File: src/rtl/display_pkg.sv
package display_pkg;

    typedef logic [31:0] disp_word_t;  // all eight digits
    typedef logic [3:0]  nibble_t;     // one hex digit
    typedef logic [6:0]  seg_t;        // gfedcba, active low
    typedef logic [2:0]  page_t;       // page switch

    localparam int DIGIT_COUNT = 8;

    // hex digit to cathode pattern, a lit segment is a 0
    localparam seg_t HEX_SEGMENTS [16] = '{
        7'h40,  // 0
        7'h79,  // 1
        7'h24,  // 2
        7'h30,  // 3
        7'h19,  // 4
        7'h12,  // 5
        7'h02,  // 6
        7'h78,  // 7
        7'h00,  // 8
        7'h10,  // 9
        7'h08,  // A
        7'h03,  // b
        7'h46,  // C
        7'h21,  // d
        7'h06,  // E
        7'h0E   // F
    };

endpackage

File: src/rtl/knob_pkg.sv
package knob_pkg;

    // one potentiometer reading from the ADC scan
    typedef logic [9:0] knob_t;

    // patch source of one effect input
    typedef logic [2:0] route_t;

    // all twelve front panel knobs, volume in the top field
    typedef struct packed {
        knob_t volume;
        knob_t pitch;
        knob_t delay_wet;
        knob_t delay_rate;
        knob_t delay_feedback;
        knob_t reverb_wet;
        knob_t reverb_size;
        knob_t reverb_feedback;
        knob_t filter_quality;
        knob_t filter_cutoff;
        knob_t distortion_drive;
        knob_t crush_pressure;
    } knob_set_t;

    // patch matrix, one source per effect input
    typedef struct packed {
        route_t output_src;
        route_t crush_src;
        route_t distortion_src;
        route_t filter_src;
        route_t reverb_src;
        route_t delay_src;
    } route_set_t;

endpackage
File: src/rtl/dram_status_top.sv
`timescale 1ns/1ps

module dram_status_top #(
    parameter int SCAN_DIV = 1024   // cycles per lit digit
) (
    input  logic                                i_clk_dram_ctrl,
    input  logic                                i_rst,
    input  knob_pkg::knob_set_t                 i_knobs,
    input  knob_pkg::route_set_t                i_routes,
    input  logic                                i_mem_complete,
    input  logic                                i_write_last,
    input  display_pkg::page_t                  i_page,
    output display_pkg::seg_t                   o_cathode,
    output logic [display_pkg::DIGIT_COUNT-1:0] o_anode,
    output logic                                o_write_seen
);

    knob_pkg::knob_set_t     sync_knobs;
    knob_pkg::route_set_t    sync_routes;
    logic [15:0]             complete_count;
    display_pkg::disp_word_t disp_word;

    // knobs and routes come over from the control clock
    control_sync u_control_sync (
        .i_clk_dram_ctrl (i_clk_dram_ctrl),
        .i_rst           (i_rst),
        .i_knobs         (i_knobs),
        .i_routes        (i_routes),
        .o_knobs         (sync_knobs),
        .o_routes        (sync_routes)
    );

    dram_event_monitor u_dram_event_monitor (
        .i_clk_dram_ctrl  (i_clk_dram_ctrl),
        .i_rst            (i_rst),
        .i_mem_complete   (i_mem_complete),
        .i_write_last     (i_write_last),
        .o_complete_count (complete_count),
        .o_write_seen     (o_write_seen)
    );

    display_page_select u_display_page_select (
        .i_clk_dram_ctrl  (i_clk_dram_ctrl),
        .i_rst            (i_rst),
        .i_page           (i_page),
        .i_knobs          (sync_knobs),
        .i_routes         (sync_routes),
        .i_complete_count (complete_count),
        .o_word           (disp_word)
    );

    // one cathode bus shared by all eight digits
    seven_seg_scanner #(
        .SCAN_DIV (SCAN_DIV)
    ) u_seven_seg_scanner (
        .i_clk_dram_ctrl (i_clk_dram_ctrl),
        .i_rst           (i_rst),
        .i_word          (disp_word),
        .o_cathode       (o_cathode),
        .o_anode         (o_anode)
    );

endmodule

File: src/rtl/seven_seg_scanner.sv
`timescale 1ns/1ps

module seven_seg_scanner #(
    parameter int SCAN_DIV = 1024
) (
    input  logic                                i_clk_dram_ctrl,
    input  logic                                i_rst,
    input  display_pkg::disp_word_t             i_word,
    output display_pkg::seg_t                   o_cathode,
    output logic [display_pkg::DIGIT_COUNT-1:0] o_anode
);

    localparam int DIGIT_W = $clog2(display_pkg::DIGIT_COUNT);
    localparam int DWELL_W = (SCAN_DIV > 1) ? $clog2(SCAN_DIV) : 1;
    localparam logic [DWELL_W-1:0] DWELL_LAST = DWELL_W'(SCAN_DIV - 1);
    localparam logic [DIGIT_W-1:0] DIGIT_LAST = DIGIT_W'(display_pkg::DIGIT_COUNT - 1);

    logic [DWELL_W-1:0] dwell_cnt;
    logic [DIGIT_W-1:0] digit_idx;
    logic               dwell_done;

    display_pkg::nibble_t                nibble;
    display_pkg::seg_t                   cathode_q;
    logic [display_pkg::DIGIT_COUNT-1:0] anode_q;

    assign dwell_done = (dwell_cnt == DWELL_LAST);

    // dwell timer and digit index
    always_ff @(posedge i_clk_dram_ctrl) begin
        if (i_rst) begin
            dwell_cnt <= '0;
            digit_idx <= '0;
        end else if (dwell_done) begin
            dwell_cnt <= '0;
            if (digit_idx == DIGIT_LAST) begin
                digit_idx <= '0;   // wrap to the rightmost digit
            end else begin
                digit_idx <= digit_idx + 1'b1;
            end
        end else begin
            dwell_cnt <= dwell_cnt + 1'b1;
        end
    end

    // digit k shows nibble k, counted from the lsb
    assign nibble = i_word[digit_idx*4 +: 4];

    // anode and cathode leave the same register, so the pattern never
    // lands on the wrong digit
    always_ff @(posedge i_clk_dram_ctrl) begin
        if (i_rst) begin
            anode_q   <= ~{{(display_pkg::DIGIT_COUNT-1){1'b0}}, 1'b1};
            cathode_q <= display_pkg::HEX_SEGMENTS[0];
        end else begin
            anode_q   <= ~(display_pkg::DIGIT_COUNT'(1) << digit_idx);  // one low
            cathode_q <= display_pkg::HEX_SEGMENTS[nibble];
        end
    end

    assign o_anode   = anode_q;
    assign o_cathode = cathode_q;

endmodule

File: src/rtl/display_page_select.sv
`timescale 1ns/1ps

module display_page_select (
    input  logic                    i_clk_dram_ctrl,
    input  logic                    i_rst,
    input  display_pkg::page_t      i_page,
    input  knob_pkg::knob_set_t     i_knobs,
    input  knob_pkg::route_set_t    i_routes,
    input  logic [15:0]             i_complete_count,
    output display_pkg::disp_word_t o_word
);

    display_pkg::disp_word_t word_next;
    display_pkg::disp_word_t word_q;

    // each knob gets four hex digits, zero extended
    always_comb begin
        case (i_page)
            3'd1: word_next = {6'b0, i_knobs.volume,
                               6'b0, i_knobs.pitch};
            3'd2: word_next = {6'b0, i_knobs.delay_wet,
                               6'b0, i_knobs.delay_rate};
            3'd3: word_next = {6'b0, i_knobs.delay_feedback,
                               6'b0, i_knobs.reverb_wet};
            3'd4: word_next = {6'b0, i_knobs.reverb_size,
                               6'b0, i_knobs.reverb_feedback};
            3'd5: word_next = {6'b0, i_knobs.filter_quality,
                               6'b0, i_knobs.filter_cutoff};
            3'd6: word_next = {6'b0, i_knobs.distortion_drive,
                               6'b0, i_knobs.crush_pressure};
            3'd7: begin
                // one route per digit, delay on the left
                word_next = {8'b0,
                             1'b0, i_routes.delay_src,
                             1'b0, i_routes.reverb_src,
                             1'b0, i_routes.filter_src,
                             1'b0, i_routes.distortion_src,
                             1'b0, i_routes.crush_src,
                             1'b0, i_routes.output_src};
            end
            default: word_next = {16'b0, i_complete_count};  // page 0
        endcase
    end

    always_ff @(posedge i_clk_dram_ctrl) begin
        if (i_rst) begin
            word_q <= '0;
        end else begin
            word_q <= word_next;
        end
    end

    assign o_word = word_q;

endmodule

File: src/rtl/dram_event_monitor.sv
`timescale 1ns/1ps

module dram_event_monitor (
    input  logic        i_clk_dram_ctrl,
    input  logic        i_rst,
    input  logic        i_mem_complete,
    input  logic        i_write_last,
    output logic [15:0] o_complete_count,
    output logic        o_write_seen
);

    logic [15:0] complete_count;
    logic        write_seen;

    // completed memory requests, wraps at 16 bits
    always_ff @(posedge i_clk_dram_ctrl) begin
        if (i_rst) begin
            complete_count <= '0;
        end else if (i_mem_complete) begin
            complete_count <= complete_count + 16'd1;
        end
    end

    // sticky flag, set by the first last beat of the sample write stream
    always_ff @(posedge i_clk_dram_ctrl) begin
        if (i_rst) begin
            write_seen <= 1'b0;
        end else if (i_write_last) begin
            write_seen <= 1'b1;
        end
    end

    assign o_complete_count = complete_count;
    assign o_write_seen     = write_seen;  // goes to an LED

endmodule

File: src/rtl/control_sync.sv
`timescale 1ns/1ps

module control_sync (
    input  logic                   i_clk_dram_ctrl,
    input  logic                   i_rst,
    input  knob_pkg::knob_set_t    i_knobs,
    input  knob_pkg::route_set_t   i_routes,
    output knob_pkg::knob_set_t    o_knobs,
    output knob_pkg::route_set_t   o_routes
);

    // first stage, may go metastable on a change
    knob_pkg::knob_set_t  knobs_meta;
    knob_pkg::route_set_t routes_meta;

    // second stage
    knob_pkg::knob_set_t  knobs_sync;
    knob_pkg::route_set_t routes_sync;

    always_ff @(posedge i_clk_dram_ctrl) begin
        if (i_rst) begin
            knobs_meta  <= '0;
            routes_meta <= '0;
            knobs_sync  <= '0;
            routes_sync <= '0;
        end else begin
            knobs_meta  <= i_knobs;
            routes_meta <= i_routes;
            knobs_sync  <= knobs_meta;   // settled copy
            routes_sync <= routes_meta;
        end
    end

    // knob values move slowly, so a torn word between fields only lasts
    // one cycle on the display
    assign o_knobs  = knobs_sync;
    assign o_routes = routes_sync;

endmodule

File: config.mk
export PLATFORM = sky130hd
export DESIGN_NAME = dram_status_top
export DESIGN_NICKNAME = d
export VERILOG_FILES = /design/src/rtl/display_pkg.sv /design/src/rtl/knob_pkg.sv /design/src/rtl/dram_status_top.sv /design/src/rtl/seven_seg_scanner.sv /design/src/rtl/display_page_select.sv /design/src/rtl/dram_event_monitor.sv /design/src/rtl/control_sync.sv
export SDC_FILE = /design/constraint.sdc
export NUM_CORES = 1
export LEC_CHECK = 0
export BUFFER_PORTS_ARGS = -buffer_cell sky130_fd_sc_hd__buf_2
export CAP_MARGIN = 20
export CORE_MARGIN = 1
export CORE_UTILIZATION = 63
export CTS_BUF_LIST = sky130_fd_sc_hd__clkbuf_8
export CTS_CLUSTER_DIAMETER = 120
export DETAILED_ROUTE_END_ITERATION = 7
export GPL_TIMING_DRIVEN = 1
export PLACE_DENSITY = 0.91
export SYNTH_ARGS = -nofsm -noshare
export SYNTH_HDL_FRONTEND = slang
export SYNTH_SLANG_ARGS = --single-unit
File: constraint.sdc
create_clock -name i_clk_dram_ctrl -period 6.85 [get_ports i_clk_dram_ctrl]
set_input_delay 1.37 -clock i_clk_dram_ctrl [delete_from_list [all_inputs] [get_ports i_clk_dram_ctrl]]
set_output_delay 1.37 -clock i_clk_dram_ctrl [all_outputs]
set_load 0.05 [all_outputs]
==> run_results.csv <==
group,metric,value,unit
outcome,status,"completed",
floorplanning,core.rowCount,48,
power_and_ir_drop,leakagePower,5.541,nW
sta,worstMarginPinSlew,1.050,ns
sta,finClkSkew,0.02895,ns
layout,num_antenna_cells,0,
clocking,tritoncts,"yes",
critical_path,critPathSlowestCell,"nor2_1",
job,drv_cap,0,
sta,grt_setup_unrepaired,"no",
logic_synthesis,seq_area_frac_synth,0.6078,
logic_synthesis,synthDominantCellAreaShare,0.6078,
critical_path,critical_path_depth,6,
layout,nets,1364,
routing,final_antenna_net_count,0,
layout,drive_gt1_frac,0.2036,
logic_synthesis,syn_inst,1054,
place,dp_slack,3.214,ns
routing,initialDrtViolationCount,478,
critical_path,reg2reg_depth,7,
critical_path,cp_slowest_stage_delay,0.63,ns
clocking,cts_buffers,50,
critical_path,cpLargestDelayFamily,"buffers and inverters",
hold_path,hold_path_class,"flip-flop to flip-flop",
critical_path,cp_cell_sequence,"buf_2 -> buf_4 -> inv_2 -> nor2_1 -> a221oi_1 -> a211oi_1",
sta,timing.final.hold_violations,0,
place,dp_cells,1379,
place,gp_congestion,0.8495,
critical_path,endpoint_kind,"flip-flop",
critical_path,crit_fanout,44,
logic_synthesis,synth_ff_type,"dfxtp_1",
global_route,grt_max_degree,153,
logic_synthesis,synth.avg_cell_area,10.84,sq um
clocking,clock_path_buffers,3,
logic_synthesis,synth-edff-count,0,
sta,tns,0,ns
critical_path,critPathKind,"input pin to flip-flop",
logic_synthesis,syn_area,11430,sq um
hold_path,min_path_cells,1,
clocking,root_buffer,"clkbuf_8",
routing,finalWirelength,23780,um
floorplanning,core_area,17480,sq um
sta,finalSetupViolations,0,
place,dp_hpwl,15150,um
logic_synthesis,ys_ff_latch,347,
floorplanning,initial_core_util,0.6540,
routing,wl_per_cell,16.26,um
critical_path,cp-start-kind,"input pin",
sta,drv_slew,0,
floorplanning,io_pins,161,
logic_synthesis,ys_async_sr_fraction,0,
logic_synthesis,yosysWarnings,0,
routing,first_pass_iters,6,
power_and_ir_drop,cellPowerDensity,297.1,nW/um^2
sta,min_period_over_period,0.4620,
routing,viasPerCell,5.235,
place,io_buffers,160,
clocking,cts-hold-fix-buffers,0,
power_and_ir_drop,irDropWorstVdd,269.1,uV
clocking,worst_skew_pair.late_latency,0.57,ns
global_route,grt_pass1_vias,7533,
sta,clock.fmax,316.0,MHz
floorplanning,die-area,18690,sq um
clocking,clk_pin_slew,0.06,ns
logic_synthesis,synth_top_area_cell,"dfxtp_1",
sta,relSlewSlack,0.3001,
global_route,grt_overflow,0,
layout,syn_to_final_growth,16.02,%
logic_synthesis,ys_top_cells_by_area,"dfxtp_1 61%, nor2b_1 15%, mux2i_1 2.9%",
global_route,antenna_found_initial,0,
sta,postLayoutSetupSlackWorst,3.685,ns
critical_path,critPathBufInv,3,
global_route,track_usage,0.2608,
routing,drc,0,
global_route,grt_pass1_wl,36780,um
floorplanning,die_h,136.7,um
critical_path,cp.arrival,3.58,ns
clocking,post-cts-setup-buffers,0,
layout,fin_util,0.7587,
clocking,clock_sinks,347,
sta,period_needed,3.165,ns
logic_synthesis,netlist-cell-type-count,60,
clocking,htree_levels,2,
critical_path,cp.required,7.27,ns
clocking,post_cts_resized,0,
routing,routed-via-count,7659,
layout,final_cells,1463,
floorplanning,die_x,136.7,um
logic_synthesis,synthesis.nets,1212,
power breakdown:
group          internal, mW  total, mW  switching, mW
registers              2.11       2.13         0.0273
logic                 0.107      0.240          0.133
clock network         0.833       1.57          0.732
total                  3.05       3.94          0.893
final timing paths:
path                                           end  slack (ns)                        startpoint
hold / removal          u_control_sync.o_knobs[35]        0.43     u_control_sync.knobs_meta[35]
setup reg to reg  u_seven_seg_scanner.o_cathode[4]        3.98  u_seven_seg_scanner.digit_idx[1]
hold reg to reg         u_control_sync.o_knobs[35]        0.43     u_control_sync.knobs_meta[35]
setup / recovery  u_display_page_select.o_word[19]        3.69                         i_page[2]
cell families after synthesis:
logic type | count (synthesis) | share of synthesized area
and+or+nand+nor | 434 | 0.2138
xor gates and xnor gates | 22 | 0.01686
DFF | 347 | 0.6078
adders and majority gates | 13 | 0.01423
buffers and inverters | 81 | 0.02934
muxes | 54 | 0.05386
AOI/OAI and AO/OA | 103 | 0.06415
final cells by class:
class	instances	area (sq um)
sequential	347	6947
fill	1053	4217
timing repair buffer	165	848.3
inverter	16	60.06
tap	225	281.5
clock buffer	60	825.8
multi-input combinational	626	4148
clock inverter	24	150.1
cell usage in the layout (no fill, tap or decap), types with 4 or more instances in the layout:
cell type	n
a211oi_1	10
a21oi_1	27
a221oi_1	10
a22o_1	7
a22oi_1	10
a311oi_1	4
and3_1	8
buf_2	159
buf_4	5
clkbuf_8	60
clkinv_2	4
dfxtp_1	347
ha_1	13
inv_1	24
inv_2	5
mux2_1	10
mux2_2	6
mux2i_1	33
mux4_2	4
nand2_1	29
nand3_1	18
nand4_1	8
nor2_1	68
nor2b_1	281
nor3_1	9
o21ai_0	6
o21ai_1	6
xnor2_1	5
xor2_1	17
cells in the mapped netlist (4+ instances only):
library cell / number
a21oi_1: 27
buf_2: 10
mux2_1: 10
nand2_1: 29
o21ai_1: 6
a211oi_1: 10
a221oi_1: 10
nand3_1: 18
mux2i_1: 33
a22o_1: 7
o21ai_0: 6
xor2_1: 17
a22oi_1: 10
and3_1: 8
dfxtp_1: 347
nor2b_1: 281
inv_1: 8
mux2_2: 6
a311oi_1: 4
nor3_1: 9
nand4_1: 8
inv_2: 5
mux4_2: 4
clkbuf_1: 49
xnor2_1: 5
ha_1: 13
nor2_1: 68
metal layers:
| layer | vias up | routed length, um | GRT usage |
|---|---|---|---|
| met5 | - | 0 | 0 |
| met2 | 276 | 11900 | 0.4552 |
| met3 | 75 | 1334 | 0.05407 |
| met1 | 3563 | 9506 | 0.2971 |
| met4 | 0 | 1044 | 0.1444 |
| li1 | 3745 | - | - |
metrics by stage:
stage                     hold WS [ns]  cell area, sq um  total power, mW
after global routing            0.4500             13260            4.070
after floorplan                 0.4138             11430            2.322
final                           0.4342             13260            3.940
after global placement          0.4174             12280            2.403
after detailed placement        0.4204             12280            2.412
after CTS                       0.4348             13260            3.961
flip-flops by register name, indices dropped and copies added, names as in the netlist, 3 cells and up:
signal and count:
u_seven_seg_scanner.dwell_cnt 10, u_control_sync.knobs_meta 120, u_seven_seg_scanner.o_cathode 7, u_seven_seg_scanner.o_anode 8
u_seven_seg_scanner.digit_idx 3, u_dram_event_monitor.o_complete_count 16, u_control_sync.o_knobs 120, u_display_page_select.o_word 26
u_control_sync.routes_meta 18, u_control_sync.o_routes 18
worst reg2reg max path, delay by kind of cell, from the launching register on:
| family | cells | cell delay, ns |
|---|---|---|
| compound gates | 3 | 0.74 |
| fa+ha+maj | 1 | 0.26 |
| buf+inv | 1 | 0.18 |
| flops | 1 | 0.81 |
| mux | 1 | 0.27 |
| simple gates | 1 | 0.52 |
(Power assumes the default switching activity.)
